### src/design/const_pack.sv
package const_pack;

	// interleaving and datapath widths
	localparam integer Nti = 4;          // adc slices per retiming clock
	localparam integer Nadc = 8;         // slice magnitude bits
	localparam integer Npi = 9;          // pi control code
	localparam integer Nout = 4;         // interleaved pi outputs
	localparam integer Nacc = 16;        // loop filter integrator
	localparam integer Npd = 12;         // mm detector sum, covers +-4*2*255
	localparam integer Ncfg = 16;        // config write data

	// signed sample carries one extra bit for the sign
	localparam integer Nsamp = Nadc + 1;

	// config register fields
	localparam integer Nki = 3;                  // ki shift amount
	localparam integer Nsel = $clog2(Nout);      // offset slot select
	localparam integer OffIdxLsb = Npi;          // slot index sits above the offset value
	localparam integer ModeCdrEnBit = 0;
	localparam integer ModeFreezeBit = 1;

	// register selects on the config write port
	typedef enum logic [1:0] {
		CFG_KI = 2'd0,       // integral gain as a right shift
		CFG_MODE = 2'd1,     // loop enable and freeze
		CFG_MANUAL = 2'd2,   // pi code used when the loop is off
		CFG_OFFSET = 2'd3    // per-output skew
	} cfg_op_t;

endpackage
### src/design/digital_core.sv
`timescale 1ns/1ps

`default_nettype none

module digital_core (
	input wire logic clk_adc,   // adc retiming clock
	input wire logic rst_i,

	// adc slice words
	input wire logic adc_valid_i,
	input wire logic [const_pack::Nti*const_pack::Nadc-1:0] adcout_i,
	input wire logic [const_pack::Nti-1:0] adcout_sign_i,

	// config port, stands in for the jtag bank
	input wire logic cfg_wr_i,
	input wire const_pack::cfg_op_t cfg_op_i,
	input wire logic [const_pack::Ncfg-1:0] cfg_data_i,

	// recovered data
	output logic [const_pack::Nti-1:0] data_o,
	output logic data_valid_o,

	// pi control codes to the analog core
	output logic [const_pack::Nout*const_pack::Npi-1:0] pi_ctl_o,
	output logic ctl_valid_o
);

	logic [const_pack::Nti*const_pack::Nsamp-1:0] samp;
	logic [const_pack::Npi-1:0] phase;
	logic phase_valid;

	logic [const_pack::Nki-1:0] ki_shift;
	logic cdr_en;
	logic freeze;
	logic [const_pack::Npi-1:0] manual_code;
	logic [const_pack::Nout*const_pack::Npi-1:0] offsets;

	// decisions double as the recovered data
	adc_code_decode idec (
		.clk_adc(clk_adc),
		.rst_i(rst_i),
		.adc_valid_i(adc_valid_i),
		.adcout_i(adcout_i),
		.adcout_sign_i(adcout_sign_i),
		.samp_o(samp),
		.dec_o(data_o),
		.samp_valid_o(data_valid_o)
	);

	mm_cdr_loop iloop (
		.clk_adc(clk_adc),
		.rst_i(rst_i),
		.samp_i(samp),
		.dec_i(data_o),
		.samp_valid_i(data_valid_o),
		.ki_shift_i(ki_shift),
		.cdr_en_i(cdr_en),
		.freeze_i(freeze),
		.phase_o(phase),
		.phase_valid_o(phase_valid)
	);

	pi_ctl_gen ipi (
		.clk_adc(clk_adc),
		.rst_i(rst_i),
		.phase_i(phase),
		.phase_valid_i(phase_valid),
		.cdr_en_i(cdr_en),
		.manual_code_i(manual_code),
		.offsets_i(offsets),
		.pi_ctl_o(pi_ctl_o),
		.ctl_valid_o(ctl_valid_o)
	);

	dcore_cfg_regs icfg (
		.clk_adc(clk_adc),
		.rst_i(rst_i),
		.cfg_wr_i(cfg_wr_i),
		.cfg_op_i(cfg_op_i),
		.cfg_data_i(cfg_data_i),
		.ki_shift_o(ki_shift),
		.cdr_en_o(cdr_en),
		.freeze_o(freeze),
		.manual_code_o(manual_code),
		.offsets_o(offsets)
	);

endmodule

`default_nettype wire

### src/design/dcore_cfg_regs.sv
`timescale 1ns/1ps

`default_nettype none

module dcore_cfg_regs (
	input wire logic clk_adc,
	input wire logic rst_i,

	// write-only config port
	input wire logic cfg_wr_i,
	input wire const_pack::cfg_op_t cfg_op_i,
	input wire logic [const_pack::Ncfg-1:0] cfg_data_i,

	// loop controls
	output logic [const_pack::Nki-1:0] ki_shift_o,
	output logic cdr_en_o,
	output logic freeze_o,

	// code generator controls
	output logic [const_pack::Npi-1:0] manual_code_o,
	output logic [const_pack::Nout*const_pack::Npi-1:0] offsets_o
);

	localparam integer Np = const_pack::Npi;

	logic [const_pack::Nsel-1:0] off_idx;

	// slot select for offset writes
	assign off_idx = cfg_data_i[const_pack::OffIdxLsb +: const_pack::Nsel];

	always_ff @(posedge clk_adc) begin
		if (rst_i) begin
			ki_shift_o <= '0;
			cdr_en_o <= 1'b1;   // loop tracks out of reset
			freeze_o <= 1'b0;
			manual_code_o <= '0;
			offsets_o <= '0;
		end else if (cfg_wr_i) begin
			case (cfg_op_i)
				const_pack::CFG_KI: begin
					ki_shift_o <= cfg_data_i[const_pack::Nki-1:0];
				end
				const_pack::CFG_MODE: begin
					cdr_en_o <= cfg_data_i[const_pack::ModeCdrEnBit];
					freeze_o <= cfg_data_i[const_pack::ModeFreezeBit];
				end
				const_pack::CFG_MANUAL: begin
					manual_code_o <= cfg_data_i[Np-1:0];
				end
				const_pack::CFG_OFFSET: begin
					// only the addressed slot changes
					offsets_o[off_idx*Np +: Np] <= cfg_data_i[Np-1:0];
				end
			endcase
		end
	end

endmodule

`default_nettype wire

### src/design/pi_ctl_gen.sv
`timescale 1ns/1ps

`default_nettype none

module pi_ctl_gen (
	input wire logic clk_adc,
	input wire logic rst_i,

	input wire logic [const_pack::Npi-1:0] phase_i,
	input wire logic phase_valid_i,

	input wire logic cdr_en_i,
	input wire logic [const_pack::Npi-1:0] manual_code_i,
	input wire logic [const_pack::Nout*const_pack::Npi-1:0] offsets_i,   // output 0 low

	output logic [const_pack::Nout*const_pack::Npi-1:0] pi_ctl_o,
	output logic ctl_valid_o
);

	localparam integer Np = const_pack::Npi;

	logic [Np-1:0] base_code;
	logic [const_pack::Nout*Np-1:0] code_d;

	// loop phase when tracking, otherwise the fixed manual code
	assign base_code = cdr_en_i ? phase_i : manual_code_i;

	// each clock gets its own skew on top of the base
	always_comb begin
		for (int n = 0; n < const_pack::Nout; n++) begin
			code_d[n*Np +: Np] = base_code + offsets_i[n*Np +: Np];   // mod 512
		end
	end

	always_ff @(posedge clk_adc) begin
		if (rst_i) begin
			ctl_valid_o <= 1'b0;
		end else begin
			ctl_valid_o <= phase_valid_i;   // one pulse per code set
		end
	end

	// hold the last code set between valids
	always_ff @(posedge clk_adc) begin
		if (phase_valid_i) begin
			pi_ctl_o <= code_d;
		end
	end

endmodule

`default_nettype wire

### src/design/mm_cdr_loop.sv
`timescale 1ns/1ps

`default_nettype none

module mm_cdr_loop (
	input wire logic clk_adc,
	input wire logic rst_i,

	// decoded word from the decode stage
	input wire logic [const_pack::Nti*const_pack::Nsamp-1:0] samp_i,
	input wire logic [const_pack::Nti-1:0] dec_i,
	input wire logic samp_valid_i,

	// loop settings
	input wire logic [const_pack::Nki-1:0] ki_shift_i,
	input wire logic cdr_en_i,
	input wire logic freeze_i,

	output logic [const_pack::Npi-1:0] phase_o,
	output logic phase_valid_o
);

	localparam integer Ns = const_pack::Nsamp;
	localparam integer Nd = const_pack::Npd;

	// lane 3 of the last valid word, feeds lane 0 of the next
	logic [Ns-1:0] samp_prev;
	logic dec_prev;

	logic signed [Nd-1:0] pd_sum;
	logic signed [Nd-1:0] pd_scaled;
	logic [const_pack::Nacc-1:0] pd_ext;
	logic [const_pack::Nacc-1:0] acc;
	logic acc_en;

	// d*s with d = +1 for a one and -1 for a zero
	function automatic logic signed [Nd-1:0] mul_dec(
		input logic d,
		input logic [Ns-1:0] s
	);
		logic signed [Nd-1:0] ext;
		ext = $signed({{(Nd-Ns){s[Ns-1]}}, s});
		return d ? ext : -ext;
	endfunction

	// mm detector: sum of d[k-1]*s[k] - d[k]*s[k-1]
	always_comb begin
		pd_sum = mul_dec(dec_prev, samp_i[0 +: Ns]) - mul_dec(dec_i[0], samp_prev);
		for (int k = 1; k < const_pack::Nti; k++) begin
			pd_sum = pd_sum
				+ mul_dec(dec_i[k-1], samp_i[k*Ns +: Ns])
				- mul_dec(dec_i[k], samp_i[(k-1)*Ns +: Ns]);
		end
	end

	assign pd_scaled = pd_sum >>> ki_shift_i;   // integral gain
	assign pd_ext = {{(const_pack::Nacc-Nd){pd_scaled[Nd-1]}}, pd_scaled};

	assign acc_en = samp_valid_i & cdr_en_i & ~freeze_i;

	always_ff @(posedge clk_adc) begin
		if (rst_i) begin
			acc <= '0;
			samp_prev <= '0;
			dec_prev <= 1'b0;
			phase_valid_o <= 1'b0;
		end else begin
			phase_valid_o <= samp_valid_i;   // runs even with the loop off
			// history tracks every valid word so gaps don't break the detector
			if (samp_valid_i) begin
				samp_prev <= samp_i[(const_pack::Nti-1)*Ns +: Ns];
				dec_prev <= dec_i[const_pack::Nti-1];
			end
			if (acc_en) begin
				acc <= acc + pd_ext;   // wraps mod 2^Nacc
			end
		end
	end

	// phase is the integrator msbs
	assign phase_o = acc[const_pack::Nacc-1 -: const_pack::Npi];

endmodule

`default_nettype wire

### src/design/adc_code_decode.sv
`timescale 1ns/1ps

`default_nettype none

module adc_code_decode (
	input wire logic clk_adc,
	input wire logic rst_i,

	// slice words from the adc retimer
	input wire logic adc_valid_i,
	input wire logic [const_pack::Nti*const_pack::Nadc-1:0] adcout_i,
	input wire logic [const_pack::Nti-1:0] adcout_sign_i,   // 1 = positive

	// decoded samples, lane 0 in the low bits
	output logic [const_pack::Nti*const_pack::Nsamp-1:0] samp_o,  // two's complement
	output logic [const_pack::Nti-1:0] dec_o,
	output logic samp_valid_o
);

	logic [const_pack::Nti*const_pack::Nsamp-1:0] samp_d;

	// sign-magnitude to two's complement
	function automatic logic signed [const_pack::Nsamp-1:0] sm_to_signed(
		input logic [const_pack::Nadc-1:0] mag,
		input logic sgn
	);
		logic signed [const_pack::Nsamp-1:0] ext;
		ext = $signed({1'b0, mag});
		return sgn ? ext : -ext;
	endfunction

	always_comb begin
		for (int k = 0; k < const_pack::Nti; k++) begin
			samp_d[k*const_pack::Nsamp +: const_pack::Nsamp] =
				sm_to_signed(adcout_i[k*const_pack::Nadc +: const_pack::Nadc],
					adcout_sign_i[k]);
		end
	end

	always_ff @(posedge clk_adc) begin
		if (rst_i) begin
			samp_valid_o <= 1'b0;
		end else begin
			samp_valid_o <= adc_valid_i;
		end
	end

	// payload only moves on a valid word
	always_ff @(posedge clk_adc) begin
		if (adc_valid_i) begin
			samp_o <= samp_d;
			dec_o <= adcout_sign_i;   // slicer decision is just the sign
		end
	end

endmodule

`default_nettype wire

### config.mk
export PLATFORM = sky130hd
export DESIGN_NAME = digital_core
export DESIGN_NICKNAME = d
export VERILOG_FILES = /design/src/design/const_pack.sv /design/src/design/digital_core.sv /design/src/design/dcore_cfg_regs.sv /design/src/design/pi_ctl_gen.sv /design/src/design/mm_cdr_loop.sv /design/src/design/adc_code_decode.sv
export SDC_FILE = /design/constraint.sdc
export NUM_CORES = 1
export LEC_CHECK = 0
export BUFFER_PORTS_ARGS = -buffer_cell sky130_fd_sc_hd__buf_4
export CAP_MARGIN = 5
export CORE_UTILIZATION = 65
export DETAILED_ROUTE_END_ITERATION = 10
export MAX_ROUTING_LAYER = met4
export PLACE_DENSITY = 0.85
export REMOVE_ABC_BUFFERS = 1
export SKIP_CTS_REPAIR_TIMING = 1
export SYNTH_ARGS = -nofsm -noshare
export SYNTH_HDL_FRONTEND = slang
export SYNTH_SLANG_ARGS = --single-unit
### constraint.sdc
create_clock -name clk_adc -period 13.2 [get_ports clk_adc]
set_input_delay 2.64 -clock clk_adc [delete_from_list [all_inputs] [get_ports clk_adc]]
set_output_delay 2.64 -clock clk_adc [all_outputs]
set_load 0.02 [all_outputs]
Word-level counts from Yosys, hierarchy flattened

Cells that the tools add are included.

$add $sub $neg: 22
Multiply operators: 1
Eq/ne operators: 3
Shifts and indexed selects: 3
Muxes and demuxes: 14
Bitwise logic cells: 3
Reduce and logical (&&, ||, !) cells: 5

Operators with widths:

| cell                      | count |
|---|---|
| $mux W12                  | 8 |
| $neg A9 Y12               | 5 |
| $sub A12 B12 Y12          | 4 |
| $add A12 B12 Y12          | 3 |
| $add A9 B9 Y9             | 4 |
| $bwmux W36                | 1 |
| $neg A8 Y9                | 4 |
| $shift A9 B34 Y36 const A | 1 |
| $shiftx A9 B34 Y36        | 1 |
| $neg A6 Y34               | 1 |
| $mux W8                   | 4 |
| $add A16 B16 Y16          | 1 |
| $sshr A12 B3 Y12          | 1 |
| $mux W9                   | 1 |
| $reduce_and A2 Y1         | 4 |
| $mul A2 B4 Y6 const B     | 1 |
| $eq A2 B2 Y1 const B      | 2 |
| $and A1 B1 Y1             | 2 |
| $eq A2 B1 Y1 const B      | 1 |
| $logic_not A2 Y1          | 1 |
| $not A1 Y1                | 1 |

Flip-flop bits (word level): 155
Input port bits: 58
Output and inout bits: 42
Logic and storage cells: 69

Logic depth before layout (Yosys ltp)

Word-level depth: 11
Gate-level depth with buffers: 32

By module

Synthesis repeated with hierarchy kept, for this count alone.

Cells, all modules: 1219
Area, all modules: 11780.0 µm²

By module, submodules not included:

| module          | times used | cells an instance | area each (µm²) |
|---|---|---|---|
| mm_cdr_loop     | 1          | 636               | 5313.8 |
| pi_ctl_gen      | 1          | 217               | 2572.5 |
| dcore_cfg_regs  | 1          | 224               | 1995.7 |
| adc_code_decode | 1          | 142               | 1898.1 |

Least setup slack after synthesis

Ideal clock, no wire load.

Path kind: reg2reg
Start point: register idec.samp_o[0] in the netlist's numbering
End point: register iloop.acc[15] in the netlist's numbering
Library setup time: 0.116 ns
Arrival: 7.375 ns
Slack: 5.709 ns
Cell stages (with the launch flop): 28
Period minus slack after synthesis: 7.491 ns
Cells stage by stage: edfxtp_1 inv_1 ha_1 nor3b_1 nor3b_1 nor3b_1 nor2_1 mux2_2 fa_1 fa_1 fa_1 fa_1 xor2_1 xnor3_1 xnor2_1 xnor3_2 xnor2_4 mux2_2 mux2_2 ha_1 o21ai_0 nand2b_1 o311ai_0 and4_1 o31ai_1 xor2_1 a21oi_1 a31o_1

Word-level cells in the longest chain between the ends: 11
Elaborated cells between the ends (all ways): 12
Classes of those cells: 9 x add/sub; 1 x shift; 2 x mux

RTL lines:

| item                   | line                  | source |
|---|---|---|
| from (decl)            | adc_code_decode.sv:15 | `output logic [const_pack::Nti*const_pack::Nsamp-1:0] samp_o,` |
| from (signal assigned) | adc_code_decode.sv:51 | `samp_o <= samp_d;` |
| $neg A9 Y12            | mm_cdr_loop.sv:43     | `return d ? ext : -ext;` |
| $mux W12               | mm_cdr_loop.sv:43     |  |
| $sub A12 B12 Y12       | mm_cdr_loop.sv:48     | `pd_sum = mul_dec(dec_prev, samp_i[0 +: Ns]) - mul_dec(dec_i[0], samp_prev);` |
| $add A12 B12 Y12       | mm_cdr_loop.sv:51     | `+ mul_dec(dec_i[k-1], samp_i[k*Ns +: Ns])` |
| $sub A12 B12 Y12 *     | mm_cdr_loop.sv:52     | `- mul_dec(dec_i[k], samp_i[(k-1)*Ns +: Ns]);` |
| $add A12 B12 Y12 *     | mm_cdr_loop.sv:51     |  |
| $sub A12 B12 Y12 *     | mm_cdr_loop.sv:52     |  |
| $add A12 B12 Y12 *     | mm_cdr_loop.sv:51     |  |
| $sub A12 B12 Y12 *     | mm_cdr_loop.sv:52     |  |
| $sshr A12 B3 Y12 *     | mm_cdr_loop.sv:56     | `assign pd_scaled = pd_sum >>> ki_shift_i;` |
| $add A16 B16 Y16 *     | mm_cdr_loop.sv:75     | `acc <= acc + pd_ext;` |
| to (signal assigned)   | mm_cdr_loop.sv:75     |  |
| to (decl)              | mm_cdr_loop.sv:33     | `logic [const_pack::Nacc-1:0] acc;` |

Every way passes the cells marked *; elsewhere a longest branch is shown, timed or not.
A chain may end at the register's enable or synchronous reset.

Worst setup path after layout

Start point: register idec.samp_o[9] in the netlist's numbering
End point: register iloop.acc[15] in the netlist's numbering

Word-level cells in the longest chain between the ends: 10
Elaborated cells between the ends (all ways): 11
Classes of those cells: 8 x add/sub; 1 x shift; 2 x mux

RTL lines:

| item               | line |
|---|---|
| $neg A9 Y12        | mm_cdr_loop.sv:43 |
| $mux W12           | mm_cdr_loop.sv:43 |
| $add A12 B12 Y12   | mm_cdr_loop.sv:51 |
| $sub A12 B12 Y12   | mm_cdr_loop.sv:52 |
| $add A12 B12 Y12   | mm_cdr_loop.sv:51 |
| $sub A12 B12 Y12 * | mm_cdr_loop.sv:52 |
| $add A12 B12 Y12 * | mm_cdr_loop.sv:51 |
| $sub A12 B12 Y12 * | mm_cdr_loop.sv:52 |
| $sshr A12 B3 Y12 * | mm_cdr_loop.sv:56 |
| $add A16 B16 Y16 * | mm_cdr_loop.sv:75 |

Marked as above.

==> reports/qor.yml <==
run_status:
  status: "completed"
sta:
  setup_viol: 0
  post-route-period-util_pct: 66.1
  slew_headroom_pct: 23.8
  fin_skew_ns: 0.0115
  worst_pin_slew_ns: 1.14
  timing.fmax_ghz: 0.115
  layout_min_cycle_time_ns: 8.73
  finalHoldViolations: 0
  rsz0062_at_grt: "no"
  slew_violations: 0
  final.setup.tns_ns: 0
worst_setup_path:
  cp.required_ns: 13.53
  path_buf_inv: 3
  crit_path_frequent_cell: "fa_1"
  cp-end-kind: "flop"
  crit_fanout: 5
  cp.arrival_ns: 9.06
  crit_type: "reg2reg"
  crit_slowest_cell: "o311ai_0"
  path_delay_family: "adder cells"
  cp-start-kind: "flop"
  slowest_delay_ns: 0.64
grt:
  grt_max_degree: 81
  grt_pass1_wl_mm: 43.0
  antenna_found_initial: 0
  grt_overflow: 0
  grt_usage_pct: 30.9
  grt_pass1_vias: 9071
routing:
  wl_met3_mm: 1.36
  drc_errors: 0
  met2_length_mm: 12.9
  ant_nets: 0
  via_count: 9105
  post_drt_wl_per_cell_um: 16.7
  drtIter0Drc: 691
  dr.max_layer_used: "met4"
  totalWireLength_mm: 26.0
  wl_met1_mm: 10.7
  drtPass1Iterations: 7
  viasPerCell: 5.86
logic_synthesis:
  ys_types: 59
  synth_async_sr_flop_share_pct: 0
  yosysSeqAreaShare_pct: 32.8
  ys_seq_elements: 155
  ys_warn_count: 0
  synthesis.area_mm2: 0.0118
  syn_inst: 1245
  synth_top_flop_cell: "dfxtp_1"
  synth_edf_count: 76
  syn_area_per_cell_um2: 9.45
worst_hold_path:
  hp-class: "reg2reg"
clocking:
  cts_max_level: 4
  cts_buffer_depth: 2
  cts_tree: "done"
  ctsRootBufferMaster: "clkbuf_16"
  clk-insertion-delay-late_ns: 0.44
  path_clk_slew_ns: 0.07
  cts_sinks: 155
  cts_buffers: 17
layout:
  mostFrequentLayoutCell: "nor2_1"
  drive_above_1_share_pct: 12.6
  area_growth_pct: 12.3
  nNetsFinal: 1519
  mostFrequentLayoutCells: "nor2_1, inv_1, a21oi_1"
  final_core_util_pct: 75.6
  diodes: 0
die:
  initial_core_util_pct: 67.3
  rows: 48
  fp.dieW_um: 137
  core_mm2: 0.0175
  fp.dieH_um: 137
  io_pins: 100
  dieArea_mm2: 0.0186
placed_design:
  gp_congestion: 0.906
  hpwlAfterDp_mm: 19.7
  portBuffers: 94
job:
  maxCapViolCount: 0
## cells in the mapped netlist, types with 14 or more instances
library cell	instances	area, um2
mux2_2	22	248
o21ai_0	36	180
a21oi_1	110	551
a21o_1	20	150
nor3_1	35	175
xnor2_1	68	596
clkbuf_1	39	146
nand2_1	76	285
inv_1	126	473
nand2b_1	15	93.8
fa_1	69	1380
nor2_1	134	503
dfxtp_1	79	1580
ha_1	76	951
edfxtp_1	76	2280
nor2b_1	14	87.6
xor2_1	64	561
nand3_1	37	185
mux2i_1	39	390
## final cells by class
| cell class | count | area [um2] |
|---|---|---|
| multi-input combinational | 917 | 7240 |
| fill | 1223 | 4270 |
| sequential | 155 | 3860 |
| timing repair buffer | 98 | 736 |
| inverter | 127 | 477 |
| clock buffer | 18 | 439 |
| tap | 225 | 282 |
| clock inverter | 14 | 178 |
## registers in the layout (all words and copies together) (netlist names)
register / cells
icfg.offsets_o: 36
idec.samp_o: 36
ipi.pi_ctl_o: 36
iloop.acc: 16
icfg.manual_code_o: 9
iloop.samp_prev: 9
idec.dec_o: 4
icfg.ki_shift_o: 3
icfg.cdr_en_o: 1
icfg.freeze_o: 1
idec.samp_valid_o: 1
iloop.dec_prev: 1
iloop.phase_valid_o: 1
ipi.ctl_valid_o: 1
## cell families after synthesis
group	Yosys count	share of synthesized area [%]
flops	155	32.8
xor+xnor	135	10.5
mux	65	6.19
buf+inv	173	5.66
simple gates	358	14.2
compound gates	214	10.8
fa+ha+maj	145	19.8
## final timing paths
check | to | slack [ns] | start | depth (start not counted)
worst min-delay path | iloop.acc[2] | 0.46 | iloop.acc[2] | 2
worst min register to register | iloop.acc[2] | 0.46 | iloop.acc[2] | 2
worst max register to register | iloop.acc[15] | 4.47 | idec.samp_o[9] | 29
worst max-delay path | iloop.acc[15] | 4.47 | idec.samp_o[9] | 29
## worst reg2reg max path: cells and delay by family, from the launching register on
kind                       cells  cell delay (ns)
buffers and inverters          3             0.27
muxes                          2             0.73
and+or+nand+nor                8             2.37
adders and majority gates      7             2.83
xor gates and xnor gates       2             0.42
AOI/OAI and AO/OA              7             1.48
DFF                            1             0.53
## metrics by stage
stage | worst slack [ns] | cell area (um2) | hold WS [ns] | instances
after floorplan | 5.67 | 11600 | 0.430 | 1199
after global placement | 4.68 | 12600 | 0.444 | 1522
after detailed placement | 4.61 | 12600 | 0.451 | 1522
after CTS | 4.55 | 13200 | 0.462 | 1554
after global routing | 3.96 | 13200 | 0.482 | 1554
final | 4.47 | 13200 | 0.459 | 1554
## per-layer routing
| metal | track usage, % | vias up |
|---|---|---|
| met1 | 35.7 | 4372 |
| met5 | - | - |
| li1 | - | 4349 |
| met4 | 15.0 | 0 |
| met2 | 52.7 | 313 |
| met3 | 4.70 | 71 |
Power is not shown: default switching activity piles up to over one toggle a cycle in this logic, so the estimate is an artifact.
